File: src/verilog/switch_hdr_pkg.sv
package switch_hdr_pkg;

    localparam int num_ports_default  = 16;
    localparam int num_levels_default = 8;

    // ********************
    // header fields
    // ********************

    // bits 6:4, 3:0 and 14:7 of the header word.
    typedef struct packed {
        logic [2:0] prio;
        logic [3:0] dest;
        logic [7:0] length;
    } port_hdr_t;

    typedef struct packed {
        logic       valid;
        logic [3:0] port;
        logic [3:0] dest;
        logic [7:0] length;
    } grant_t;

    // ********************
    // grant fsm
    // ********************

    typedef enum logic [1:0] {
        idle = 2'd0,
        scan = 2'd1,
        hold = 2'd2
    } grant_state_e;

endpackage

File: src/verilog/priority_decoder.sv
module priority_decoder
    import switch_hdr_pkg::*;
#(
    parameter int num_ports = num_ports_default
) (
    input  logic                            clk,
    input  logic                            rst,
    input  logic [num_ports*64-1:0]         hdr_words,
    input  logic [num_ports-1:0]            ready,
    input  logic                            release_hdr,
    output port_hdr_t [num_ports-1:0]       hdrs,
    output logic [num_ports-1:0]            hold_mask,
    output logic                            hdr_valid
);

    port_hdr_t [num_ports-1:0] fields;
    logic                      capture;

    // ********************
    // field extraction
    // ********************

    for (genvar p = 0; p < num_ports; p++) begin : g_split
        logic [63:0] word;

        assign word          = hdr_words[p*64 +: 64];
        assign fields[p].prio   = word[6:4];
        assign fields[p].dest   = word[3:0];
        assign fields[p].length = word[14:7];
    end

    assign capture = (|ready) && !hdr_valid;  // only when nothing is held.

    // ********************
    // capture and hold
    // ********************

    always_ff @(posedge clk) begin
        if (capture) begin
            hdrs <= fields;
        end
    end

    always_ff @(posedge clk) begin
        if (rst) begin
            hdr_valid <= 1'b0;
            hold_mask <= '0;
        end else if (capture) begin
            hdr_valid <= 1'b1;
            hold_mask <= ready;  // snapshot of the ready flags.
        end else if (release_hdr) begin
            hdr_valid <= 1'b0;
        end
    end

    // the grant selector must only release what was captured.
    a_release_needs_valid: assert property (
        @(posedge clk) disable iff (rst) release_hdr |-> hdr_valid
    );

endmodule

File: config.mk
export PLATFORM = sky130hd
export DESIGN_NAME = priority_decoder
export DESIGN_NICKNAME = d
export VERILOG_FILES = /design/src/verilog/switch_hdr_pkg.sv /design/src/verilog/priority_decoder.sv
export SDC_FILE = /design/constraint.sdc
export NUM_CORES = 1
export LEC_CHECK = 0
export BUFFER_PORTS_ARGS = -buffer_cell sky130_fd_sc_hd__clkbuf_2
export CORE_AREA = 8 8 506 508
export CTS_BUF_LIST = sky130_fd_sc_hd__clkbuf_4
export DETAILED_ROUTE_END_ITERATION = 6
export DIE_AREA = 0 0 514 516
export PLACE_DENSITY = 0.3
export SLEW_MARGIN = 20
export SYNTH_ARGS = -nofsm -noshare
export SYNTH_HDL_FRONTEND = slang
export SYNTH_SLANG_ARGS = --single-unit
File: constraint.sdc
create_clock -name clk -period 2.37 [get_ports clk]
set_clock_uncertainty 0.05 [all_clocks]
set_input_delay 0.3555 -clock clk [delete_from_list [all_inputs] [get_ports clk]]
set_output_delay 0.3555 -clock clk [all_outputs]
set_load 0.05 [all_outputs]
Word level (Yosys, flattened, before mapping)
Index checks and enable logic that the tools add are counted.
- multiplexer cells: 2
- reduce and logical (&&, ||, !) cells: 4
- operators by type and width (cell ; count):
    16-bit OR reduction ; 1
    1-bit 2-to-1 mux ; 2
    2-bit nonzero test ; 1
    1-bit logical AND ; 1
    1-bit zero test ; 1
- register bits after elaboration: 257
- input port bits: 1043
- output and inout port bits: 257
- logic and storage cells: 56

Logic depth before layout (Yosys ltp)
- word-level depth: 3
- mapped depth: 5
- gate-level depth less buffers: 3

Worst setup path before layout
OpenSTA, ideal clock, no wires.
- path kind: register to register
- start point: register hdr_valid
- end point: register hdrs[0] in the netlist's numbering (enable)
- arrival: 1662 ps
- required time: 1931 ps
- setup slack: 270 ps
- cell stages (with the launch flop): 4
- buffers on the path: 2
- period minus slack after synthesis: 2100 ps
- cells stage by stage: dfxtp_1 -> a41oi_1 -> buf_6 -> buf_12
- cells in the longest elaborated chain, start to end: 2
- RTL lines (element ; RTL line ; text):
    start, declared ; priority_decoder.sv:13 ; output logic hdr_valid
    start signal, assigned ; priority_decoder.sv:46 ; hdr_valid <= 1'b0;
    start signal, assigned ; priority_decoder.sv:49 ; hdr_valid <= 1'b1;
    start signal, assigned ; priority_decoder.sv:52 ; hdr_valid <= 1'b0;
    1-bit zero test ; priority_decoder.sv:32 ; assign capture = (|ready) && !hdr_valid;
    1-bit logical AND ; priority_decoder.sv:32 ;
    net capture ; priority_decoder.sv:17 ; logic capture;
    end signal, assigned ; priority_decoder.sv:40 ; hdrs <= fields;
    end, declared ; priority_decoder.sv:11 ; output port_hdr_t [num_ports-1:0] hdrs,
The timed path passes the listed nets, and every way through them passes these cells.
A chain may end at the register's enable or synchronous reset.

Worst setup path after layout
- start point: input ready[2]
- end point: register hdr_valid
- cells in the longest elaborated chain, start to end: 3
- RTL lines (element ; RTL line ; text):
    start, declared ; priority_decoder.sv:9 ; input logic [num_ports-1:0] ready,
    16-bit OR reduction (*) ; priority_decoder.sv:32 ;
    1-bit logical AND (*) ; priority_decoder.sv:32 ;
    1-bit 2-to-1 mux / 2-bit nonzero test (equally long branches) ; - ;
Every way passes the cells marked *; elsewhere a longest branch is shown, timed or not.

==> metrics.cfg <==
[critical_path]
r2r_start=hdr_valid
start_kind=primary input
cp_slowest_cell=nor4_1
crit_arrival_ns=2.93
cpMostUsedCell=dlygate4sd3_1
r2r_end=hold_mask[7]
crit_fanout=7
rr_worst_depth=4
path_class=in2reg
endpoint_kind=flip-flop
worst_ep_required_time_ns=3.12
slowest_delay_ns=0.63
worstPathCellList=dlygate4sd3_1, clkbuf_2, nor4_1, a41oi_4, buf_12, buf_4, o21ba_2, dlygate4sd3_1
r2r_setup_slack_ns=0.45

[die]
ioPinCount=1300
core.rowCount=183
die_area_um2=265000
core_area_um2=248000
die_x_um=514
die_y_um=516
start_util_pct=3.24

[clocking]
htreeDepth=3
cts_tree=yes
post-cts-setup-buffers=0
cts_sinks=257
root_buffer=clkbuf_4
path_clk_slew_ns=0.06
cts_buffers=82
clock_latency_ns=0.91
clock_path_buffers=3

[synthesis]
yosysSeqAreaShare_pct=94.1
synthCells=317
ys_warn_count=0
syn_area_per_cell_um2=25.3
syn_area_um2=8020
yosysUniqueCellTypes=13
syn-num-nets=1360
ys_seq_elements=257

[status]
status=finished clean

[sta]
slew_headroom_pct=53.0
worstMarginPinSlew_ns=0.698
max_freq_mhz=459
hold_viol_final=0
setup_viol=0
fin_crit_sh_pct=91.9
layout_min_cycle_time_ns=2.18
slew_violations=0

[drt]
firstDrtPassIters=4
drc=0
vias_per_cell=1.64
drtAntennaViolNets=0
wl_per_cell_um=15.1
wl_mm=73.2
drt_iter0_drc=286
vias=7935

[cells_and_area]
drive_above_1_share_pct=45.0
nets=2460
area_growth_pct=163
instances_no_fill=4834

[grt]
antenna_found_initial=91
gr-total-overflow=0
grt_max_degree=48
grt.total_usage_pct=5.36
grt_pass1_vias=8798
grt_pass1_wl_mm=90.4

[placement]
dpl.hpwl_mm=62.0
numPlacedInstances=4171
port_buffers=515
place.gp.congestion=0.706

[job]
maxCapViolCount=0

[power_and_ir_drop]
p_total_mw=13.3
vdd_drop_max_uv=285
p_leak_nw=7.69
power_density_nw_per_um2=631

[hold_path]
min_path_type=in2reg
whs_endpoint=hdrs[119]
min_from=hdr_words[454]
whs_path_depth=2

## worst max-delay path: cells and delay by family
kind,cells,cell delay [ns]
AOI/OAI and AO/OA,2,0.41
buffers and inverters,5,1.53
and+or+nand+nor,1,0.63
## power breakdown
| part | total, mW | switching, mW | internal, mW |
|---|---|---|---|
| registers | 5.48 | 0.115 | 5.36 |
| logic | 3.04 | 2.04 | 0.999 |
| clock network | 4.80 | 2.39 | 2.41 |
## how the worst max path moves through the flow
stage,start,to,slack (ns),cells past startpoint
final,ready[2],hdr_valid,0.19,8
after global routing,hdrs[87],hdrs[87],-0.01,1
after CTS,hdrs[99],hdrs[99],0.002,1
after detailed placement,ready[2],hdrs[136],0.13,6
after global placement,ready[2],hdrs[136],0.1,6
after floorplan,hdr_valid,hdrs[0],0.27,3
## layout make-up
type | count | area, um2
fillers | 28800 | 227000
multi-input cells | 55 | 445
flip-flops and latches | 257 | 7550
clock inverters | 28 | 163
repair buffers | 1021 | 7840
well taps | 3330 | 4170
diodes | 25 | 62.6
clock buffers | 118 | 886
## synthesized netlist by cell type, drive strengths merged
cell type  number  area, um2
edfxtp        240       7210
nand2b         29        181
dfxtp          17        340
mux2i          16        160
nor4            4       37.5
clkbuf          3       11.3
or2b            3       22.5
buf             2       31.3
a41oi           1       8.76
nor2b           1       6.26
o21ba           1       10.0
## cell usage in the layout, fill, tap and decap left out
cell type,netlist,routed
clkbuf_8,0,4
clkinv_2,0,7
clkinv_4,0,1
dfxtp_1,17,17
clkbuf_4,0,167
dlygate4sd3_1,0,492
diode_2,0,25
nand2b_1,29,29
or2b_1,3,3
mux2i_1,16,16
edfxtp_1,240,240
a41oi_4,0,1
buf_2,0,3
inv_2,0,1
clkinvlp_4,0,2
clkbuf_2,0,459
nor4_2,2,2
nor2b_1,1,1
bufinv_16,0,1
o21ba_2,1,1
buf_12,1,6
nor4_1,2,2
clkinv_1,0,14
buf_4,0,8
inv_6,0,2
## through the flow
step | util [%] | setup TNS (ns) | hold slack (ns) | worst slack [ns] | area (um2)
finish | 8.52 | 0 | 0.207 | 0.191 | 21100
detailed placement | 6.02 | 0 | 0.415 | 0.135 | 14900
floorplan | - | 0 | 0.404 | 0.270 | 8020
global route | 8.51 | -0.0241 | -0.00460 | -0.0107 | 21100
CTS | 8.50 | 0 | 0.000293 | 0.00238 | 21000
global placement | 6.02 | 0 | 0.411 | 0.0997 | 14900
## what timing repair did
action / 4_1_cts / 5_1_grt
hold buffers: 492 / 0
endpoints found under the hold margin: 258 / 0
endpoints found under the setup margin: 53 / 3
resized for setup: 57 / 3
## state kept, by name (all words and copies together) (netlist names)
| name | count |
|---|---|
| hdr_valid | 1 |
| hdrs | 240 |
| hold_mask | 16 |
## logic make-up after synthesis
logic type             count (synthesis)  share of synthesized area, %
buffers and inverters                  5                         0.531
muxes                                 16                          2.00
and+or+nand+nor                       37                          3.09
AOI/OAI and AO/OA                      2                         0.234
DFF                                  257                          94.1
## layer usage
| metal | part of all wire (%) | GRT usage (%) |
|---|---|---|
| met1 | 32 | 4.83 |
| met2 | 50 | 9.36 |
| met3 | 15 | 3.92 |
| met4 | 3.5 | 1.87 |
| met5 | 0.17 | 0 |
Note: power is estimated with default switching activity, not from simulation.
