**config.mk**
```make
export PLATFORM = sky130hd
export DESIGN_NAME = apb_regs
export DESIGN_NICKNAME = d
export VERILOG_FILES = /design/src/verilog/switch_hdr_pkg.sv /design/src/verilog/switch_cfg_pkg.sv /design/src/verilog/apb_regs.sv
export SDC_FILE = /design/constraint.sdc
export NUM_CORES = 1
export LEC_CHECK = 0
export ABC_AREA = 1
export BUFFER_PORTS_ARGS = -buffer_cell sky130_fd_sc_hd__buf_4
export CORE_UTILIZATION = 35
export CTS_BUF_LIST = sky130_fd_sc_hd__clkbuf_4 sky130_fd_sc_hd__clkbuf_8
export CTS_CLUSTER_SIZE = 28
export DETAILED_ROUTE_END_ITERATION = 8
export GPL_TIMING_DRIVEN = 0
export PLACE_DENSITY = 0.74
export SLEW_MARGIN = 20
export SYNTH_ARGS = -nofsm -noshare
export SYNTH_HDL_FRONTEND = slang
export SYNTH_SLANG_ARGS = --single-unit
```
**constraint.sdc**
```tcl
create_clock -name clk -period 1.5 [get_ports clk]
set_clock_uncertainty 0.2 [all_clocks]
set_input_delay 0.3 -clock clk [delete_from_list [all_inputs] [get_ports clk]]
set_output_delay 0.3 -clock clk [all_outputs]
set_load 0.01 [all_outputs]
```
**src/verilog/switch_hdr_pkg.sv**
```systemverilog
package switch_hdr_pkg;

    localparam int num_ports_default  = 16;
    localparam int num_levels_default = 8;

    // ********************
    // header fields
    // ********************

    // bits 6:4, 3:0 and 14:7 of the header word.
    typedef struct packed {
        logic [2:0] prio;
        logic [3:0] dest;
        logic [7:0] length;
    } port_hdr_t;

    typedef struct packed {
        logic       valid;
        logic [3:0] port;
        logic [3:0] dest;
        logic [7:0] length;
    } grant_t;

    // ********************
    // grant fsm
    // ********************

    typedef enum logic [1:0] {
        idle = 2'd0,
        scan = 2'd1,
        hold = 2'd2
    } grant_state_e;

endpackage

```
**src/verilog/switch_cfg_pkg.sv**
```systemverilog
package switch_cfg_pkg;

    // ********************
    // apb bus
    // ********************

    typedef struct packed {
        logic        psel;
        logic        penable;
        logic        pwrite;
        logic [7:0]  paddr;
        logic [31:0] pwdata;
    } apb_req_t;

    typedef struct packed {
        logic [31:0] prdata;
        logic        pready;
        logic        pslverr;
    } apb_rsp_t;

    // register map.
    typedef enum logic [7:0] {
        reg_port_enable = 8'h00,  // rw, one bit per port.
        reg_grant_count = 8'h04,  // ro, grants issued.
        reg_last_grant  = 8'h08   // ro, port index in [3:0].
    } reg_addr_e;

endpackage
```
**src/verilog/apb_regs.sv**
```systemverilog
module apb_regs
    import switch_cfg_pkg::*;
    import switch_hdr_pkg::*;
#(
    parameter int num_ports = num_ports_default
) (
    input  logic                    clk,
    input  logic                    rst,
    input  apb_req_t                apb_req,
    input  grant_t                  grant,
    output apb_rsp_t                apb_rsp,
    output logic [num_ports-1:0]    port_enable
);

    logic        wr_access;
    logic        grant_valid_q;
    logic [31:0] grant_count;
    logic [3:0]  last_grant;

    assign wr_access = apb_req.psel && apb_req.penable && apb_req.pwrite;

    // ********************
    // registers
    // ********************

    always_ff @(posedge clk) begin
        if (rst) begin
            port_enable   <= '1;  // all ports on.
            grant_valid_q <= 1'b0;
            grant_count   <= '0;
            last_grant    <= '0;
        end else begin
            grant_valid_q <= grant.valid;
            if (wr_access && apb_req.paddr == reg_port_enable) begin
                port_enable <= apb_req.pwdata[num_ports-1:0];
            end
            if (grant.valid && !grant_valid_q) begin  // new grant.
                grant_count <= grant_count + 32'd1;
                last_grant  <= grant.port;
            end
        end
    end

    // read mux, valid in the access cycle.
    always_comb begin
        case (apb_req.paddr)
            reg_port_enable: apb_rsp.prdata = 32'(port_enable);
            reg_grant_count: apb_rsp.prdata = grant_count;
            reg_last_grant:  apb_rsp.prdata = {28'd0, last_grant};
            default:         apb_rsp.prdata = '0;
        endcase
        apb_rsp.pready  = 1'b1;
        apb_rsp.pslverr = 1'b0;
    end

endmodule

```
## After elaboration in Yosys (flattened, before gate mapping)

Index checks and enable logic that the tools add are counted.

| storage, ports and cells | value |
|---|---|
| input port bits | 62 |
| register bits after elaboration | 53 |
| output and inout port bits | 50 |
| word-level logic and storage cells | 14 |

| cells by class | value |
|---|---|
| muxes and demuxes | 1 |
| add/subtract/negate cells | 1 |
| reductions and logical operators | 6 |
| eq/ne operators | 2 |

Operators with widths:

| operator | number |
|---|---|
| 32-bit case mux with 3 select lines | 1 |
| 32-bit by 1-bit adder with 32-bit output, second input constant | 1 |
| 8-bit by 3-bit equality test with 1-bit output, second input constant | 1 |
| 8-bit by 4-bit equality test with 1-bit output, second input constant | 1 |
| 8-bit zero test | 1 |
| 1-bit logical AND | 4 |
| 1-bit zero test | 1 |

## Depth between registers and ports, before layout

| depth | value |
|---|---|
| word-level depth | 3 |
| depth in mapped cells | 10 |
| gate-level depth less buffers | 10 |

## Worst setup path before layout

OpenSTA, ideal clock, no wires.

| path | value |
|---|---|
| path type | input to output |
| start point | in apb_req[39] (netlist name) |
| end point | out apb_rsp[11] (netlist name) |
| buffers on the path | 1 |
| setup slack | -0.267 ns |
| stages | 6 |
| data arrival time | 1.267 ns |
| required time | 1.000 ns |
| cell sequence | nor2_1 nand2_1 inv_1 nand4_2 buf_2 o21ai_0 |

RTL lines:

| item | line | text |
|---|---|---|
| start: declaration | apb_regs.sv:9 | `input apb_req_t apb_req,` |
| end: declaration | apb_regs.sv:11 | `output apb_rsp_t apb_rsp,` |

==> reports/results.ini <==
[run_status]
status=finished, violations left
violations=negative setup slack

[finish]
seq_area_sq_um=1110
fin_area_sq_um=5050
syn2layout_area_growth_pct=73.2
multi_input_area_sq_um=2200
nets=659
drive_gt1_frac=0.497
num_antenna_cells=0
nFillCells=571

[yosys]
synth_edf_count=0
async_reset_ff_frac=0
synthTopCellsByArea=dfxtp_1, nand2_1, nand3_1, nor2_1, inv_1
synth_top_area_frac=0.364
netlist_area_sq_um=2920
ys.flop_type=dfxtp_1
yosysSeqAreaShare=0.364
syn_inst=463
yosys_register_bits=53
synth_cell_types=32
synth_area_leader_cell=dfxtp_1
yosysWarnings=0
synthesis.nets=526
syn_area_per_cell_sq_um=6.30

[routing]
drc=0
routed_wl_mm=11.2
drt-initial-drc-count=285
wl_per_cell_um=16.0
top_layer_used=met4
met2RoutedLength_mm=5.78
via_count=3725
first_pass_iters=6
wl_met1_mm=4.40
met3_length_um=575
vias_per_cell=5.33
antenna_left=0

[worst_setup_path]
worstSetupEndpointType=primary output
crit_required_ns=1.00
critPathKind=input pin to primary output
arrival_ns=1.39
reg2reg_depth=8
start_kind=input pin
max_stage_delay_ns=0.21
critPathSlowestCell=nor3_4
crit_chain=buf_6 -> nor2_4 -> nand2_4 -> nor3_4 -> buf_4 -> buf_6 -> nand2_1 -> o21ai_2 -> buf_4
crit_path_max_fanout=5

[timing]
fmax_mhz=528
finalSetupViolCount=59
slew_violations=0
worst_slack_ns=-0.393
period_share=1.26
hold_viol_final=0
final.min_clock_period_ns=1.89
grt_setup_unrepaired=true
tightest_slew_ns=0.677
relSlewSlack=0.548

[place]
placed_area_sq_um=3900
globalplace.congestion=0.854
pre_cts_slack_ns=-0.515
dp.final_hpwl_mm=6.27
port_buffers=81

[cts]
clock-sinks=53
cts_tree=done
clk_path_buf_depth=2
clock_latency_ns=0.32
h-tree-depth=2
cts_made_buffers=5
cts_root_buf=clkbuf_8
path_clk_slew_ns=0.10

[die]
start_util=0.370
die_w_um=93.3
core.rowCount=32
die_y_um=93.3
ios=112
core-area_sq_um=7890
dieArea_sq_um=8700

[power_and_ir_drop]
swShare=0.258
pwr-share-clk=0.333
p_leak_nw=2.18
switchingPower_mw=0.654
powerDensity_nw_per_um2=503
p_comb_frac=0.108
power_frac_seq=0.559
ir_drop_v=0.000415
p_int_mw=1.88

[hold_path]
hp-class=input pin to flip-flop
hold_path_depth=3

[grt]
first_global_vias=3178
grt-ovfl-total=0
antenna_found_initial=0
grt_first_pass_wirelength_mm=14.4
grt_usage=0.211
grt_max_degree=16

[job]
cap_violations=0

-- power groups by stage --
stage	clock (mW)	sequential [mW]	combinational [mW]
floorplan	0	1.46	0.0925
global placement	0	1.47	0.191
detailed placement	0	1.47	0.197
CTS	0.827	1.42	0.229
global route	0.895	1.42	0.293
finish	0.844	1.42	0.275
-- layout make-up --
class | instances | area share
inverter | 64 | 0.0528
clock buffer | 6 | 0.0151
clock inverter | 2 | 0.00198
multi-input combinational | 330 | 0.435
buffer | 16 | 0.0270
tap | 102 | 0.0253
timing repair buffer | 126 | 0.223
sequential | 53 | 0.220
-- critical path: cells and delay by family --
family                 cells  cell delay, ns
AO/OA/AOI/OAI              1            0.08
buffers and inverters      4            0.54
AND/OR/NAND/NOR            4            0.48
-- per-layer routing --
layer  vias up  track usage
met5         -            0
met4         0       0.0718
met3        48       0.0236
met2       160        0.383
met1      1781        0.257
li1       1736            -
-- Yosys cell counts, drive strengths merged (4+ instances only) --
| cell type | n |
|---|---|
| inv | 64 |
| nor2 | 85 |
| clkbuf | 8 |
| dfxtp | 53 |
| nand2 | 110 |
| nand3 | 60 |
| nand4 | 7 |
| a21oi | 13 |
| o211ai | 4 |
| o21ai | 27 |
| nor3 | 12 |
| buf | 8 |
-- cells in the final DEF (no fill, tap or decap), types with 12 or more instances in the layout --
| cell | n |
|---|---|
| nand3_1 | 45 |
| nor2_4 | 34 |
| dfxtp_1 | 34 |
| o21ai_2 | 16 |
| nor2_1 | 38 |
| nand2_1 | 79 |
| nor2_2 | 12 |
| nand2_2 | 21 |
| buf_6 | 30 |
| inv_1 | 54 |
| buf_4 | 94 |
-- path summary, 6_finish.rpt --
| check | from | endpoint | slack [ns] |
|---|---|---|---|
| min reg2reg | port_enable[9] | port_enable[9] | 0.30 |
| max | apb_req[38] | apb_rsp[7] | -0.39 |
| max reg2reg | grant_count[0] | grant_count[15] | -0.19 |
| min | apb_req[8] | port_enable[8] | 0.01 |
-- per-stage QoR --
step	TNS (ns)	utilization	total power [mW]	hold slack, ns	cells
after floorplan	-4.28	-	1.56	0.178	463
after global routing	-16.75	0.640	2.61	0.0178	699
after global placement	-19.84	0.494	1.66	0.273	646
final	-13.12	0.640	2.54	0.0134	699
after CTS	-10.42	0.563	2.48	0.0190	678
after detailed placement	-21.55	0.494	1.66	0.279	646
-- logic make-up after synthesis --
group | share of synthesized area
AO/OA/AOI/OAI | 0.0815
AND/OR/NAND/NOR | 0.435
XOR/XNOR | 0.00300
flip-flops | 0.364
adder cells (fa/ha/maj) | 0.00429
buffers and inverters | 0.110
other | 0.00258
-- repair_timing --
| action | in CTS | in global routing |
|---|---|---|
| endpoints found under the setup margin | 55 | 61 |
| hold buffers | 1 | 0 |
| resized for setup | 74 | 124 |
| setup buffers | 20 | 22 |
| gates cloned | 3 | 0 |
| pin swaps | 17 | 50 |
| endpoints found under the hold margin | 1 | 0 |
-- flip-flops by register name (all words and copies together) (netlist names) --
signal / cells
port_enable: 16
grant_count: 32
grant_valid_q: 1
last_grant: 4
Power figures use the tool's default switching activity.
