`src/verilog/switch_hdr_pkg.sv`:
```
package switch_hdr_pkg;

    localparam int num_ports_default  = 16;
    localparam int num_levels_default = 8;

    // ********************
    // header fields
    // ********************

    // bits 6:4, 3:0 and 14:7 of the header word.
    typedef struct packed {
        logic [2:0] prio;
        logic [3:0] dest;
        logic [7:0] length;
    } port_hdr_t;

    typedef struct packed {
        logic       valid;
        logic [3:0] port;
        logic [3:0] dest;
        logic [7:0] length;
    } grant_t;

    // ********************
    // grant fsm
    // ********************

    typedef enum logic [1:0] {
        idle = 2'd0,
        scan = 2'd1,
        hold = 2'd2
    } grant_state_e;

endpackage

```
`src/verilog/dest_filter.sv`:
```
module dest_filter
    import switch_hdr_pkg::*;
#(
    parameter int num_ports = num_ports_default
) (
    input  port_hdr_t [num_ports-1:0]   hdrs,
    input  logic [num_ports-1:0]        hold_mask,
    input  logic [num_ports-1:0]        dest_busy,
    input  logic [num_ports-1:0]        port_enable,
    output logic [num_ports-1:0]        elig_mask
);

    always_comb begin
        for (int p = 0; p < num_ports; p++) begin
            elig_mask[p] = hold_mask[p]
                        && port_enable[p]
                        && !dest_busy[hdrs[p].dest];  // output side must be free.
        end
    end

endmodule

```
`config.mk`:
```
export PLATFORM = sky130hd
export DESIGN_NAME = dest_filter
export DESIGN_NICKNAME = d
export VERILOG_FILES = /design/src/verilog/switch_hdr_pkg.sv /design/src/verilog/dest_filter.sv
export SDC_FILE = /design/constraint.sdc
export NUM_CORES = 1
export LEC_CHECK = 0
export BUFFER_PORTS_ARGS = -buffer_cell sky130_fd_sc_hd__buf_2
export CAP_MARGIN = 10
export CORE_AREA = 2 2 116 118
export DETAILED_ROUTE_END_ITERATION = 12
export DIE_AREA = 0 0 118 120
export GPL_TIMING_DRIVEN = 0
export PLACE_DENSITY = 0.5
export SLEW_MARGIN = 40
export SYNTH_ARGS = -nofsm -noshare
export SYNTH_HDL_FRONTEND = slang
export SYNTH_SLANG_ARGS = --single-unit
```
`constraint.sdc`:
```
create_clock -name vclk -period 4.83
set_input_delay 1.449 -clock vclk [all_inputs]
set_output_delay 1.449 -clock vclk [all_outputs]
set_load 0.05 [all_outputs]
```
---- Yosys cells after proc, flatten, opt, wreduce, memory -nomap -nowiden ----
Index checks and enable logic that the tools add are counted.
word-level totals
  bits in registers ....................... 0
  bits of input ports ..................... 288
  logic and storage cells ................. 96
cells by class
  magnitude comparators ................... 16
  muxes and demuxes ....................... 32
  reductions and logical operators ........ 48
operators with widths
  kind                  number
  $lt A4 B5 Y1 const B  16
  $bmux W1 S4           16
  $logic_and A1 B1 Y1   32
  $logic_not A1 Y1      16
  $mux W1               16

---- Logic depth before layout (Yosys ltp) ----
Gate-level depths: netlist (run 1).
  word-level depth ........................ 4
  mapped depth ............................ 5

---- Least setup slack after synthesis (run 1) ----
No wires, ideal clock.
  path type ............................... input-to-output
  from .................................... input port dest_busy[1]
  to ...................................... output port elig_mask[8]
  arrival time ............................ 3.303 ns
  data required time ...................... 3.381 ns
  path slack .............................. 0.078 ns
  stages .................................. 5
  path through ............................ buf_6 > nor2b_1 > a2111oi_2 > a311oi_1 > a211oi_1
on the way
  word-level cells in the longest chain between the ends .. 4
RTL lines
  element                        line               RTL
  start: declaration             dest_filter.sv:8   input logic [num_ports-1:0] dest_busy,
  $bmux W1 S4                    dest_filter.sv:17  && !dest_busy[hdrs[p].dest];
  $mux W1 (not written as such)  dest_filter.sv:17
  $logic_not A1 Y1               dest_filter.sv:17
  $logic_and A1 B1 Y1            dest_filter.sv:17
  end: declaration               dest_filter.sv:10  output logic [num_ports-1:0] elig_mask
Every way passes these cells. The select of a mux whose other input is x is not followed.

---- Worst setup path in the final report (run 1) ----
  from .................................... input port dest_busy[0]
  to ...................................... output port elig_mask[12]
Same word-level chain as after synthesis.

==> results of run 1 <==
-- cells in the final DEF, fill, tap and decap left out, drive strengths merged --
| cell | netlist | final |
|---|---|---|
| mux4 | 32 | 32 |
| o211a | 15 | 15 |
| o41ai | 1 | 1 |
| a2bb2oi | 14 | 14 |
| nor4b | 1 | 1 |
| a21oi | 1 | 1 |
| mux2 | 1 | 1 |
| clkbuf | 10 | 10 |
| diode | 0 | 2 |
| buf | 22 | 134 |
| nor2b | 15 | 15 |
| o2111ai | 1 | 1 |
| a311oi | 1 | 1 |
| nand3 | 29 | 29 |
| nor4 | 15 | 15 |
| nand3b | 1 | 1 |
| nand2 | 32 | 32 |
| inv | 1 | 1 |
| mux2i | 62 | 62 |
| nor3b | 14 | 14 |
| nor3 | 16 | 16 |
| a2111oi | 1 | 1 |
| nor2 | 2 | 2 |
| a211oi | 1 | 1 |
-- worst min-delay path by stage --
stage | endpoint | start | depth (start not counted) | slack, ps
after floorplan | elig_mask[8] | hdrs[128] | 2 | 3180
after global placement | elig_mask[8] | hdrs[128] | 3 | 3290
after detailed placement | elig_mask[8] | hdrs[128] | 3 | 3280
after CTS | elig_mask[8] | hdrs[128] | 3 | 3290
after global routing | elig_mask[8] | hdrs[128] | 3 | 3310
final | elig_mask[8] | hdrs[128] | 3 | 3290
-- metrics by stage --
step	std cells	cell area [um^2]	hold slack, ps
4_1_cts	576	3300	3290
3_5_place_dp	576	3300	3280
6_report	578	3310	3290
5_1_grt	576	3300	3310
2_1_floorplan	288	2520	3180
3_3_place_gp	576	3300	3290
-- routing by layer --
| layer | vias up | GRT usage (%) |
|---|---|---|
| met5 | - | 0 |
| met2 | 121 | 23.3 |
| met3 | 8 | 2.71 |
| met1 | 1476 | 22.1 |
| met4 | 0 | 2.64 |
| li1 | 1391 | - |
-- critical path, cell delays in order --
cell      delay (ps)
buf_2            170
clkbuf_1         600
mux2i_1          180
nor4_1           240
nor3_1            80
o211a_1          130
buf_2            210
-- logic make-up after synthesis --
logic type      after synthesis  share of synthesized area [%]
simple gates                125                           26.2
mux                          95                           53.6
compound gates               35                           12.9
buf+inv                      33                           7.24
-- power breakdown --
group	internal (W)	switching (W)	total, W
sequential	0	0	0
clock	0.0000000000555	0	0.0000000000555
combinational	0.000146	0.000178	0.000324
-- area by class of cell --
cell class | instances | share of cell area [%]
inverters | 1 | 0.113
well taps | 176 | 6.65
plain buffers | 32 | 5.41
repair buffers | 112 | 16.9
diodes | 2 | 0.151
multi-input cells | 255 | 70.7
==> out/metrics.csv, run 1 <==
metric,value,unit
syn_inst,288,
die_y,120,um
fillers,1454,
critPathLaunchType,input pin,
nClkBuffers,0,
maxCapViolCount,0,
io_buffer_count,112,
start_util,19.4,%
synth_top_cell_area_share,28.6,%
crit_type,input pin to output pin,
via_per_inst,5.18,
post-cts-setup-buffers,0,
grt_start_max_net_pins,11,
worstMarginPinSlew,758,ps
syn-mean-instance-area,8.76,um^2
hold_violations,0,
routedWlPerCell,19.3,um
nets,690,
final_max_slew_viol_count,0,
worst_slack,328,ps
critPathLaunch,dest_busy[0],
synth_top_cell_by_area,mux4_2,
run_status,"finished, final reports clean",
cts_resized,0,
fin_util,25.5,%
hold_buffers,0,
synth_cell_types,24,
syn_to_final_growth,31.1,%
syn_area,2520,um^2
dpl.hpwl,8540,um
period_share,93.2,%
finalCriticalPeriod,4500,ps
crit_end,elig_mask[12],
hold_path.class,input pin to output pin,
drt-total-wl,11200,um
routed.top_layer,met4,
multi_input_area,2340,um^2
grt_pass1_vias,2992,
required,3380,ps
antenna_left,0,
vias,2996,
wl_met2,4800,um
drc,0,
slew_headroom,49.4,%
grt-ovfl-total,0,
regArea,0,um^2
worstPathMaxFanout,10,
layout-drive-gt1-share,41.8,%
pin_count,304,
die-area,14200,um^2
yosysMostFrequentCell,mux2i_1,
synth_seq_area_share,0,%
ir_worst_vdd,36.7,uV
drt-initial-drc-count,263,
gp_congestion,0.894,
powerDensity,98.0,nW/um^2
seq_cells,0,
die_w,118,um
wl_met3,689,um
core-area,13000,um^2
ys_warn_count,0,
ys_top_cells_by_count,"mux2i_1 (62), mux4_2 (32), nand2_1 (32)",
dp_slack,355,ps
fmax,0.222,GHz
fin_tns_setup,0,ps
cp.arrival,3050,ps
first_pass_iters,4,
setup_viol,0,
grt_use_total,15.1,%
grt_setup_unrepaired,false,
syn_nets,576,
antenna_found_initial,1,
fp-row-count,42,
cellLeakagePower,1.55,nW
grt_pass1_wl,16900,um
power,0.000324,W
synthTopCellsByArea,"mux4_2 (29%), mux2i_1 (25%), o211a_1 (5.9%)",
wl_met1,5570,um
cp-end-kind,output pin,
No activity file was read; power rests on OpenSTA's default activity.
==> run 2, diff against run 1 <==
--- a/config.mk
+++ b/config.mk
@@ -7,9 +7,9 @@
 export LEC_CHECK = 0
 export BUFFER_PORTS_ARGS = -buffer_cell sky130_fd_sc_hd__buf_2
 export CAP_MARGIN = 10
-export CORE_AREA = 2 2 116 118
+export CORE_AREA = 2 2 118 120
 export DETAILED_ROUTE_END_ITERATION = 12
-export DIE_AREA = 0 0 118 120
+export DIE_AREA = 0 0 120 122
 export GPL_TIMING_DRIVEN = 0
 export PLACE_DENSITY = 0.5
 export SLEW_MARGIN = 40
==> constraint.sdc (replaced) <==
create_clock -name vclk -period 4.1
set_input_delay 1.23 -clock vclk [all_inputs]
set_output_delay 1.23 -clock vclk [all_outputs]
set_load 0.05 [all_outputs]
==> out/metrics.csv, run 2 (synthesized netlist as in run 1, its figures left out) <==
metric,value,unit
cp-end-kind,output pin,
fmax,0.251,GHz
regArea,0,um^2
fp-row-count,43,
wl_met2,5120,um
drt-total-wl,11000,um
dp_slack,48.6,ps
maxCapViolCount,0,
setup_viol,0,
vias,2945,
finalCriticalPeriod,3990,ps
grt_use_total,14.4,%
slowest_delay,550,ps
grt_start_max_net_pins,11,
worstPathMaxFanout,10,
io_buffer_count,112,
grt_setup_unrepaired,false,
die-area,14600,um^2
die_w,120,um
crit_type,input pin to output pin,
final_cell_mix,"buf_2 (129), mux2i_1 (62), mux4_2 (32), nand2_1 (32), nand3_1 (29)",
hold_buffers,0,
first_pass_iters,4,
nClkBuffers,0,
hold_violations,0,
dpl.hpwl,8350,um
multi_input_area,2350,um^2
worst_slack,113,ps
grt_pass1_wl,16400,um
antenna_left,0,
routedWlPerCell,19.0,um
wl_met3,994,um
critPathMostFrequentCell,buf_2,
layout-drive-gt1-share,42.2,%
fin_tns_setup,0,ps
grt-ovfl-total,0,
routed.top_layer,met5,
hold_path.class,input pin to output pin,
cp_cell_sequence,buf_2 > clkbuf_1 > mux2i_1 > a2bb2oi_1 > nand3_1 > o211a_1 > buf_2,
powerDensity,115,nW/um^2
critPathLaunchType,input pin,
start_util,18.7,%
mostFrequentLayoutCell,buf_2,
slew_headroom,54.6,%
cp.arrival,2760,ps
crit_slowest_cell,clkbuf_1,
pin_count,304,
drt-initial-drc-count,176,
fillers,1489,
worstMarginPinSlew,681,ps
run_status,"finished, final reports clean",
drc,0,
seq_cells,0,
diodes,0,
wl_met1,4810,um
gp_congestion,0.858,
required,2870,ps
ir_worst_vdd,52.4,uV
cellLeakagePower,1.55,nW
syn_to_final_growth,31.0,%
antenna_found_initial,1,
core-area,13500,um^2
die_y,122,um
via_per_inst,5.10,
final_max_slew_viol_count,0,
nets,688,
grt_pass1_vias,2953,
period_share,97.2,%
run 2: cell count changes in the layout (fill, tap and decap cells not counted):
cell	before	now
a211oi_2	0	1
clkbuf_1	10	8
diode_2	2	0
a211oi_1	1	0
run 2: critical path, delay by kind of cell:
kind | cells | cell delay, ps
buf+inv | 3 | 950
compound gates | 2 | 310
mux | 1 | 170
simple gates | 1 | 100
run 2: path summary, 6_finish.rpt:
check	startpoint	to	slack, ps	cells after the start
worst max-delay path	dest_busy[7]	elig_mask[11]	110	7
worst min-delay path	hdrs[128]	elig_mask[8]	2850	3
run 2: final cells by class:
| class | count | area share [%] |
|---|---|---|
| tap | 180 | 6.81 |
| multi-input combinational | 255 | 70.9 |
| inverter | 1 | 0.114 |
| buffer | 30 | 5.18 |
| timing repair buffer | 112 | 17.0 |
run 2: layer usage:
layer | track usage (%) | vias up
met2 | 24.6 | 140
met4 | 1.54 | 2
li1 | - | 1385
met3 | 2.01 | 6
met1 | 19.9 | 1412
met5 | 0 | -
run 2: report_power, final:
group	switching (W)	leakage, nW	internal, W
clock	0	0	0
combinational	0.000207	1.55	0.000172
sequential	0	0	0
run 2: stage by stage:
step	cells	total power (W)	hold WS, ps	utilization [%]	area (um^2)
3_5_place_dp	580	0.000381	2850	24.5	3310
5_1_grt	578	0.000410	2870	24.5	3310
2_1_floorplan	288	0.000239	2640	-	2530
4_1_cts	580	0.000382	2860	24.5	3310
3_3_place_gp	580	0.000375	2850	24.5	3310
6_report	578	0.000380	2850	24.5	3310
run 2: what timing repair did:
action / 4_1_cts / 5_1_grt
setup buffers: 0 / 0
gates resized for setup: 0 / 0
endpoints found under the setup margin: 0 / 8
