<file path="config.mk">
export PLATFORM = sky130hd
export DESIGN_NAME = priority_ranker
export DESIGN_NICKNAME = d
export VERILOG_FILES = /design/src/verilog/switch_hdr_pkg.sv /design/src/verilog/priority_ranker.sv
export SDC_FILE = /design/constraint.sdc
export NUM_CORES = 1
export LEC_CHECK = 0
export ABC_AREA = 1
export BUFFER_PORTS_ARGS = -buffer_cell sky130_fd_sc_hd__buf_2
export CAP_MARGIN = 0
export CORE_AREA = 2 2 148 150
export DETAILED_ROUTE_END_ITERATION = 16
export DIE_AREA = 0 0 150 152
export PLACE_DENSITY = 0.31
export SLEW_MARGIN = 0
export SYNTH_ARGS = -nofsm -noshare
export SYNTH_HDL_FRONTEND = slang
export SYNTH_SLANG_ARGS = --single-unit
</file>
<file path="constraint.sdc">
create_clock -name vclk -period 0.8
set_input_delay 0.04 -clock vclk [all_inputs]
set_output_delay 0.04 -clock vclk [all_outputs]
set_load 0.03 [all_outputs]
</file>
<file path="src/verilog/switch_hdr_pkg.sv">
package switch_hdr_pkg;

    localparam int num_ports_default  = 16;
    localparam int num_levels_default = 8;

    // ********************
    // header fields
    // ********************

    // bits 6:4, 3:0 and 14:7 of the header word.
    typedef struct packed {
        logic [2:0] prio;
        logic [3:0] dest;
        logic [7:0] length;
    } port_hdr_t;

    typedef struct packed {
        logic       valid;
        logic [3:0] port;
        logic [3:0] dest;
        logic [7:0] length;
    } grant_t;

    // ********************
    // grant fsm
    // ********************

    typedef enum logic [1:0] {
        idle = 2'd0,
        scan = 2'd1,
        hold = 2'd2
    } grant_state_e;

endpackage

</file>
<file path="src/verilog/priority_ranker.sv">
module priority_ranker
    import switch_hdr_pkg::*;
#(
    parameter int num_ports  = num_ports_default,
    parameter int num_levels = num_levels_default
) (
    input  port_hdr_t [num_ports-1:0]               hdrs,
    input  logic [num_ports-1:0]                    hold_mask,
    output logic [num_levels-1:0][num_ports-1:0]    level_mask
);

    // one mask per level, each held port lands in exactly one.
    always_comb begin
        for (int l = 0; l < num_levels; l++) begin
            for (int p = 0; p < num_ports; p++) begin
                level_mask[l][p] = hold_mask[p] && (hdrs[p].prio == 3'(l));
            end
        end
    end

endmodule

</file>
Yosys cells after proc, flatten, opt, wreduce, memory -nomap -nowiden:

Index checks and enable logic that the tools add are counted.
Widths: inputs -> output; s select.

* reduce and logical (&&, ||, !) cells: 144
* equal/unequal tests: 112

Operators by type and width (count)
* $eq 3x3->1 const B: 64
* $logic_and 1x1->1: 128
* $eq 3x2->1 const B: 32
* $eq 3x1->1 const B: 16
* $logic_not 3->1: 16

* logic and storage cells: 256
* input port bits: 256
* output and inout bits: 128
* bits in registers: 0

Longest topological paths before layout:

Gate-level depths: netlist of the first run.

* depth after elaboration: 2
* depth in mapped cells: 3
* gate-level depth less buffers: 3

Worst setup path before layout of the first run:

Ideal clock, no wire load.

* kind: in2out
* start: input port hdrs[164] (netlist name)
* end: output port level_mask[10] (netlist name)
* arrival: 578 ps
* setup slack: 182 ps
* required time: 760 ps
* path buffers: 0
* cell stages on the path: 3
* cell sequence: inv_1 nand2_1 nor2_1

RTL lines
* start: declaration: line priority_ranker.sv:7 `input port_hdr_t [num_ports-1:0] hdrs,`
* end: declaration: line priority_ranker.sv:9 `output logic [num_levels-1:0][num_ports-1:0] level_mask`

==> impl_metrics.env, run 1 <==
export IMPL_synth_warnings=0
export IMPL_synth_cells=272
export IMPL_grt_overflow=0
export IMPL_initial_utilization=0.04782
export IMPL_pre_cts_slack_ns=0.02422
export IMPL_synth_nets=528
export IMPL_routed_wl_um=6709
export IMPL_setup_slack_ns=0.05097
export IMPL_worstSetupEndpointType="output pin"
export IMPL_grt_pass1_vias=1992
export IMPL_path_max_fanout=3
export IMPL_dr_pass1_iters=4
export IMPL_arrival_ns=0.71
export IMPL_max_slew_margin=0.8466
export IMPL_max_slew_worst_pin_slew_ns=0.2317
export IMPL_layout_drive_gt1_share=0.4197
export IMPL_yosysSeqAreaShare=0
export IMPL_cp_cell_sequence="buf_2, inv_1, nand2_1, buf_4, nor2_1, buf_4"
export IMPL_min_period_ns=0.7490
export IMPL_path_class="input port to output pin"
export IMPL_p_total_w=0.001118
export IMPL_layout_common_cells="187 x buf_2, 127 x nor2_1, 96 x nand2_1"
export IMPL_die_h_um=152
export IMPL_syn_to_final_growth_pct=132.4
export IMPL_place_gp_congestion=0.7107
export IMPL_syn_area_per_cell_um2=3.754
export IMPL_vias=2184
export IMPL_grt_use_total=0.05237
export IMPL_num_rows=54
export IMPL_status="finished clean"
export IMPL_setup_violations=0
export IMPL_yosysUniqueCellTypes=3
export IMPL_required_ns=0.76
export IMPL_cp_slowest_stage_delay_ns=0.18
export IMPL_wire_per_inst_um=8.969
export IMPL_hold_path_class="input port to output pin"
export IMPL_min_period_over_period=0.9363
export IMPL_fmax_mhz=1335
export IMPL_crit_path_top_delay_cell="buf_4"
export IMPL_hpwl_um=6325
export IMPL_power_leakage_nw=1.610
export IMPL_fin_nets=725
export IMPL_register_area_um2=0
export IMPL_drc_errors=0
export IMPL_final_common_cell="buf_2"
export IMPL_peakVddDrop_v=0.0001160
export IMPL_critPathLaunchType="input port"
export IMPL_chipWidth_um=150
export IMPL_core_area_mm2=0.02135
export IMPL_clock_buffers=0
export IMPL_grt_pass1_wl_um=9832
export IMPL_cp_common_cell="buf_4"
export IMPL_synth_area_mm2=0.001021
export IMPL_die_area_mm2=0.02280
export IMPL_p_per_area_mw_per_mm2=471.1
export IMPL_top_level_ports=384
export IMPL_grt_max_degree=5
export IMPL_seq_cell_count=0
export IMPL_whs_ns=0.4652
export IMPL_hold_violations=0
export IMPL_viasPerCell=2.920
export IMPL_drtIter0Drc=53
export IMPL_fin_setup_tns_ns=0
export IMPL_antenna_left=0
export IMPL_antenna_found_initial=2
export IMPL_max_cap_violations=0
export IMPL_io_buffers=192
export IMPL_finalMaxSlewViolations=0
synthesized netlist by cell type, drive strengths merged:
| library cell | n | share of area |
|---|---|---|
| nand2 | 96 | 0.35 |
| inv | 48 | 0.18 |
| nor2 | 128 | 0.47 |
critical path: cells and delay by family:
family / cells / cell delay [ns]
buf+inv: 4 / 0.49
simple gates: 2 / 0.18
per-stage QoR:
step / util / std cells / cell area, µm²
6_report: 0.1111 / 748 / 2372
5_1_grt: 0.1110 / 747 / 2370
4_1_cts: 0.1103 / 747 / 2355
2_1_floorplan: - / 272 / 1021
3_3_place_gp: 0.1103 / 747 / 2355
3_5_place_dp: 0.1103 / 747 / 2355
routing by layer:
metal | track usage | share of wire | vias to the layer above
met2 | 0.09524 | 0.44 | 127
met3 | 0.01471 | 0.13 | 2
met1 | 0.06486 | 0.43 | 885
met4 | 0 | 0.00030 | 2
met5 | 0 | 0.0019 | -
li1 | - | - | 1168
layout make-up:
type	instances	area, µm²
Antenna cell	1	2.502
Fill cell	2564	18980
Inverter	48	180.2
Multi-Input combinational cell	224	843.3
Tap cell	280	350.3
Timing Repair Buffer	195	996.0
kinds of logic after synthesis:
logic type             count (synthesis)  share of synthesized area
buffers and inverters                 48                     0.1765
and+or+nand+nor                      224                     0.8235
worst paths after layout:
kind,startpoint,cells past startpoint,slack (ns),endpoint
worst min-delay path,hdrs[148],4,0.47,level_mask[57]
worst max-delay path,hdrs[29],6,0.05,level_mask[17]
power by group:
part | internal, W | switching (W)
logic | 0.000341 | 0.000776
registers | 0 | 0
clock network | 0.000000000167 | 0
total | 0.000341 | 0.000776
timing repair:
action / CTS / global route
endpoints found under the hold margin: 0 / 0
hold buffers: 0 / 0
endpoints found under the setup margin: 0 / 5
buffers inserted: 0 / 0
resized for setup: 0 / 9
(Power assumes the default switching activity.)
==> run 2, diff against run 1 <==
--- a/config.mk
+++ b/config.mk
@@ -6,12 +6,13 @@
 export NUM_CORES = 1
 export LEC_CHECK = 0
 export ABC_AREA = 1
-export BUFFER_PORTS_ARGS = -buffer_cell sky130_fd_sc_hd__buf_2
+export BUFFER_PORTS_ARGS = -buffer_cell sky130_fd_sc_hd__clkbuf_2
 export CAP_MARGIN = 0
 export CORE_AREA = 2 2 148 150
 export DETAILED_ROUTE_END_ITERATION = 16
 export DIE_AREA = 0 0 150 152
 export PLACE_DENSITY = 0.31
+export SETUP_SLACK_MARGIN = 0.2
 export SLEW_MARGIN = 0
 export SYNTH_ARGS = -nofsm -noshare
 export SYNTH_HDL_FRONTEND = slang
==> run 2 against run 1 <==
Setup slack better by 0.11 ns. Sequential share of layout area unchanged. Via count is 8.4% higher. Combinational power up 88%. Non-clock buffer count shrank 3. First-iteration DRC count decreased by 17%. Die area unchanged.
==> impl_metrics.env, run 2 (synthesis gave the netlist of run 1 again) <==
export IMPL_status="finished clean"
export IMPL_fmax_mhz=1553
export IMPL_fin_setup_tns_ns=0
export IMPL_max_slew_worst_pin_slew_ns=0.1656
export IMPL_diodes=0
export IMPL_viasPerCell=3.181
export IMPL_final_cell_area_mm2=0.004466
export IMPL_groute_layer_met2_usage=0.1052
export IMPL_place_gp_congestion=0.6999
export IMPL_clock_buffers=0
export IMPL_dr_pass1_iters=4
export IMPL_min_period_ns=0.6439
export IMPL_grt_pass1_vias=2209
export IMPL_initial_utilization=0.04782
export IMPL_use_met1=0.06721
export IMPL_antenna_left=0
export IMPL_peakVddDrop_v=0.0002173
export IMPL_arrival_ns=0.60
export IMPL_grt_use_total=0.05442
export IMPL_max_slew_margin=0.8893
export IMPL_die_h_um=152
export IMPL_finalMaxSlewViolations=0
export IMPL_layout_drive_gt1_share=0.8621
export IMPL_setup_violations=0
export IMPL_final_instance_count_excl_fill=744
export IMPL_final_common_cell="buf_4"
export IMPL_cts_hold_buf=0
export IMPL_die_area_mm2=0.02280
export IMPL_cts_setup_buffers=0
export IMPL_hold_path_class="input port to output pin"
export IMPL_syn_to_final_growth_pct=337.4
export IMPL_wire_per_inst_um=10.41
export IMPL_drtIter0Drc=44
export IMPL_grt_most_used_layer="met2"
export IMPL_min_from="hdrs[43]"
export IMPL_vias=2367
export IMPL_whs_path_depth=4
export IMPL_grt_max_degree=5
export IMPL_antenna_found_initial=0
export IMPL_min_period_over_period=0.8049
export IMPL_rsz0062_at_grt="true"
export IMPL_place_inst=744
export IMPL_drc_errors=0
export IMPL_hpwl_um=5875
export IMPL_grt_pass1_wl_um=10420
export IMPL_grt_overflow=0
export IMPL_fin_util=0.2092
export IMPL_routed_wl_um=7743
export IMPL_seq_cell_count=0
export IMPL_critPathLaunchType="input port"
export IMPL_path_class="input port to output pin"
export IMPL_required_ns=0.76
export IMPL_power_leakage_nw=1.989
export IMPL_path_max_fanout=3
export IMPL_p_per_area_mw_per_mm2=469.9
export IMPL_grt_use_met3=0.006907
export IMPL_register_area_um2=0
export IMPL_top_level_ports=384
export IMPL_max_cap_violations=0
export IMPL_num_rows=54
export IMPL_layout_common_cells="55 x buf_4, 44 x buf_6, 43 x nor2_1, 43 x nor2_2, 42 x nor2_4"
export IMPL_worstSetupEndpointType="output pin"
export IMPL_fin_nets=722
export IMPL_place_area_mm2=0.002335
export IMPL_chipWidth_um=150
export IMPL_core_area_mm2=0.02135
export IMPL_hold_violations=0
export IMPL_io_buffers=192
export IMPL_holdPathEnd="level_mask[34]"
run 2: cell count changes in the layout (fill, tap and decap cells not counted), moves of 21 or more:
cell,previous run,this run
inv_1,48,1
buf_8,0,33
nand2_4,0,31
nor2_4,0,42
buf_6,0,44
nor2_1,127,43
buf_4,6,55
inv_4,0,21
nor2_2,1,43
clkbuf_8,0,35
buf_2,187,1
nand2_2,0,37
nand2_1,96,20
run 2: worst max path at each step:
stage               startpoint              end  slack, ns  cells after the start
finish               hdrs[162]  level_mask[106]       0.16                      5
CTS                  hdrs[193]   level_mask[92]       0.18                      5
global route         hdrs[162]  level_mask[106]       0.10                      5
floorplan            hdrs[164]   level_mask[10]       0.18                      3
global placement     hdrs[134]   level_mask[56]       0.03                      5
detailed placement   hdrs[193]   level_mask[92]       0.02                      5
run 2: metrics by stage:
step	hold slack, ns	power, W	setup WS [ns]
after detailed placement	0.4601	0.001116	0.01768
after global placement	0.4716	0.001130	0.03233
after CTS	0.4571	0.001578	0.1769
final	0.4174	0.002098	0.1561
after global routing	0.4321	0.002227	0.1009
after floorplan	0.2580	0.0006726	0.1817
run 2: layout make-up:
class              instances  area [µm²]
multi-input cells        224        1719
inverters                 48       302.8
repair buffers           192        2093
fillers                 2340       16880
well taps                280       350.3
run 2: repair_timing:
item                                   4_1_cts  5_1_grt
endpoints found under the hold margin        0        0
setup endpoints to repair                  109      127
resized for setup                          327      450
cloned                                       0        0
pin swaps                                   60       89
run 2: report_power, final:
group | internal (W) | leakage (nW) | switching, W | total, W
registers | 0 | 0 | 0 | 0
logic | 0.000874 | 1.99 | 0.00122 | 0.00210
clock network | 0 | 0 | 0 | 0
run 2: critical path: stages:
cell and delay (ns):
clkbuf_2 0.11, inv_2 0.07, nand2_1 0.07, nor2_1 0.13, buf_4 0.18
run 2: routing by layer:
metal  up-vias  wire length (µm)
met5         -                 0
met4         0                 0
met3         0               713
met2       132              4117
met1      1064              2912
li1       1171                 -
==> run 3, diff against run 2 <==
--- a/config.mk
+++ b/config.mk
@@ -5,13 +5,13 @@
 export SDC_FILE = /design/constraint.sdc
 export NUM_CORES = 1
 export LEC_CHECK = 0
-export ABC_AREA = 1
+export ABC_AREA = 0
 export BUFFER_PORTS_ARGS = -buffer_cell sky130_fd_sc_hd__clkbuf_2
 export CAP_MARGIN = 0
-export CORE_AREA = 2 2 148 150
+export CORE_AREA = 2 2 147 149
 export DETAILED_ROUTE_END_ITERATION = 16
-export DIE_AREA = 0 0 150 152
-export PLACE_DENSITY = 0.31
+export DIE_AREA = 0 0 149 151
+export PLACE_DENSITY = 0.33
 export SETUP_SLACK_MARGIN = 0.2
 export SLEW_MARGIN = 0
 export SYNTH_ARGS = -nofsm -noshare
==> run 3 against run 2 <==
Synthesized cell count is 53% lower. Sequential cell count unchanged. Maximum frequency decreased by 11%. Sequential share of layout area is the same. Synthesized area up 51%. Final area grew 20%. Power grew 5.0%. Critical path depth is 2 lower. Largest cell class unchanged. Global-route usage is 1.1 points higher.
==> impl_metrics.env, run 3 <==
export IMPL_viasPerCell=3.664
export IMPL_grt_pass1_vias=2202
export IMPL_p_switching_w=0.0009011
export IMPL_syn_to_final_growth_pct=247.4
export IMPL_grt_overflow=0
export IMPL_synth_area_leaders="and4bb_2 39%, and4b_2 35%, nor4b_2 16%"
export IMPL_multi_input_area_mm2=0.001695
export IMPL_yosysUniqueCellTypes=4
export IMPL_clock_buffers=0
export IMPL_pre_cts_slack_ns=-0.02628
export IMPL_routed_wl_um=8270
export IMPL_grt_pass1_wl_um=12120
export IMPL_critPathLaunchType="input port"
export IMPL_top_level_ports=384
export IMPL_required_ns=0.76
export IMPL_whs_ns=0.3790
export IMPL_min_period_ns=0.7214
export IMPL_initial_utilization=0.07403
export IMPL_wire_per_inst_um=13.81
export IMPL_layout_common_cells="111 x buf_8, 48 x and4b_2, 48 x and4bb_2"
export IMPL_status="finished clean"
export IMPL_place_gp_congestion=0.7034
export IMPL_power_leakage_nw=2.260
export IMPL_path_class="input port to output pin"
export IMPL_finalMaxSlewViolations=0
export IMPL_layout_drive_gt1_share=1.000
export IMPL_hpwl_um=5944
export IMPL_synth_nets=384
export IMPL_num_rows=53
export IMPL_combPwrFrac=1.000
export IMPL_p_per_area_mw_per_mm2=411.6
export IMPL_p_total_w=0.002204
export IMPL_rsz0062_at_grt="true"
export IMPL_fmax_mhz=1386
export IMPL_path_max_fanout=8
export IMPL_synth_warnings=0
export IMPL_drc_errors=0
export IMPL_max_cap_violations=0
export IMPL_swShare=0.4088
export IMPL_setup_violations=0
export IMPL_chipWidth_um=149
export IMPL_dr_pass1_iters=2
export IMPL_synthTopCellsByCount="48 x and4b_2, 48 x and4bb_2, 16 x and4_2, 16 x nor4b_2"
export IMPL_grt_max_degree=9
export IMPL_final_common_cell="buf_8"
export IMPL_setup_slack_ns=0.07857
export IMPL_worstSetupEndpointType="output pin"
export IMPL_hold_violations=0
export IMPL_die_h_um=151
export IMPL_drtIter0Drc=26
export IMPL_netlist_area_leader_share=0.3896
export IMPL_yosysSeqAreaShare=0
export IMPL_grt_use_total=0.06495
export IMPL_seq_cell_count=0
export IMPL_fillCellCount=2129
export IMPL_max_slew_margin=0.8457
export IMPL_diodes=0
export IMPL_fin_util=0.2572
export IMPL_antenna_found_initial=0
export IMPL_register_area_um2=0
export IMPL_fin_setup_tns_ns=0
export IMPL_fin_nets=582
export IMPL_die_area_mm2=0.02250
export IMPL_vias=2195
export IMPL_io_buffers=192
export IMPL_seq_power_share=0
export IMPL_arrival_ns=0.68
export IMPL_hold_path_class="input port to output pin"
export IMPL_synth_cells=128
export IMPL_synth_area_mm2=0.001541
export IMPL_pwr_share_clk=0
export IMPL_p_int_w=0.001303
export IMPL_synth_area_leader_cell="and4bb_2"
export IMPL_max_slew_worst_pin_slew_ns=0.2304
export IMPL_peakVddDrop_v=0.0001814
export IMPL_antenna_left=0
export IMPL_syn_area_per_cell_um2=12.04
export IMPL_min_period_over_period=0.9018
export IMPL_core_area_mm2=0.02082
run 3: cell count changes after synthesis:
cell and delta:
nor4b_2 +16, and4bb_2 +48, nor2_1 -128, and4_2 +16
and4b_2 +48, nand2_1 -96, inv_1 -48
run 3: worst paths after layout:
| check | start | to | slack, ns | cells after the start |
|---|---|---|---|---|
| max | hdrs[28] | level_mask[1] | 0.08 | 3 |
| min | hdrs[134] | level_mask[8] | 0.38 | 3 |
run 3: kinds of logic after synthesis:
| logic type | Yosys count | share of synthesized area |
|---|---|---|
| simple gates | 128 | 1.000 |
run 3: critical path: stages:
cell,delay (ns)
clkbuf_16,0.13
nor4b_4,0.30
clkbuf_8,0.21
run 3: stage by stage:
stage	instance area, µm²	cells
2_1_floorplan	1682	128
3_3_place_gp	3002	597
3_5_place_dp	3002	597
4_1_cts	5195	597
5_1_grt	5355	599
6_report	5355	599
run 3: what timing repair did:
action,in CTS,in global routing
endpoints found under the setup margin,128,126
pin swaps,52,35
endpoints found under the hold margin,0,0
gates cloned,0,0
resized for setup,425,117
hold buffers,0,0
setup buffers,0,2
run 3: layout make-up:
type,count,area share
well taps,275,0.06425
multi-input cells,128,0.3166
repair buffers,196,0.6192
run 3: power by group through the flow:
stage | clock, W | sequential [W] | combinational [W]
after floorplan | 0 | 0 | 0.000662
after global placement | 0 | 0 | 0.00127
after detailed placement | 0 | 0 | 0.00129
after CTS | 0 | 0 | 0.00208
after global routing | 0 | 0 | 0.00232
final | 0 | 0 | 0.00220
run 3: metal layers:
layer	up-vias	track usage	part of all wire
li1	1048	-	-
met1	1016	0.08551	0.42
met2	131	0.1055	0.45
met3	0	0.02741	0.13
met4	0	0	0
met5	-	0	0
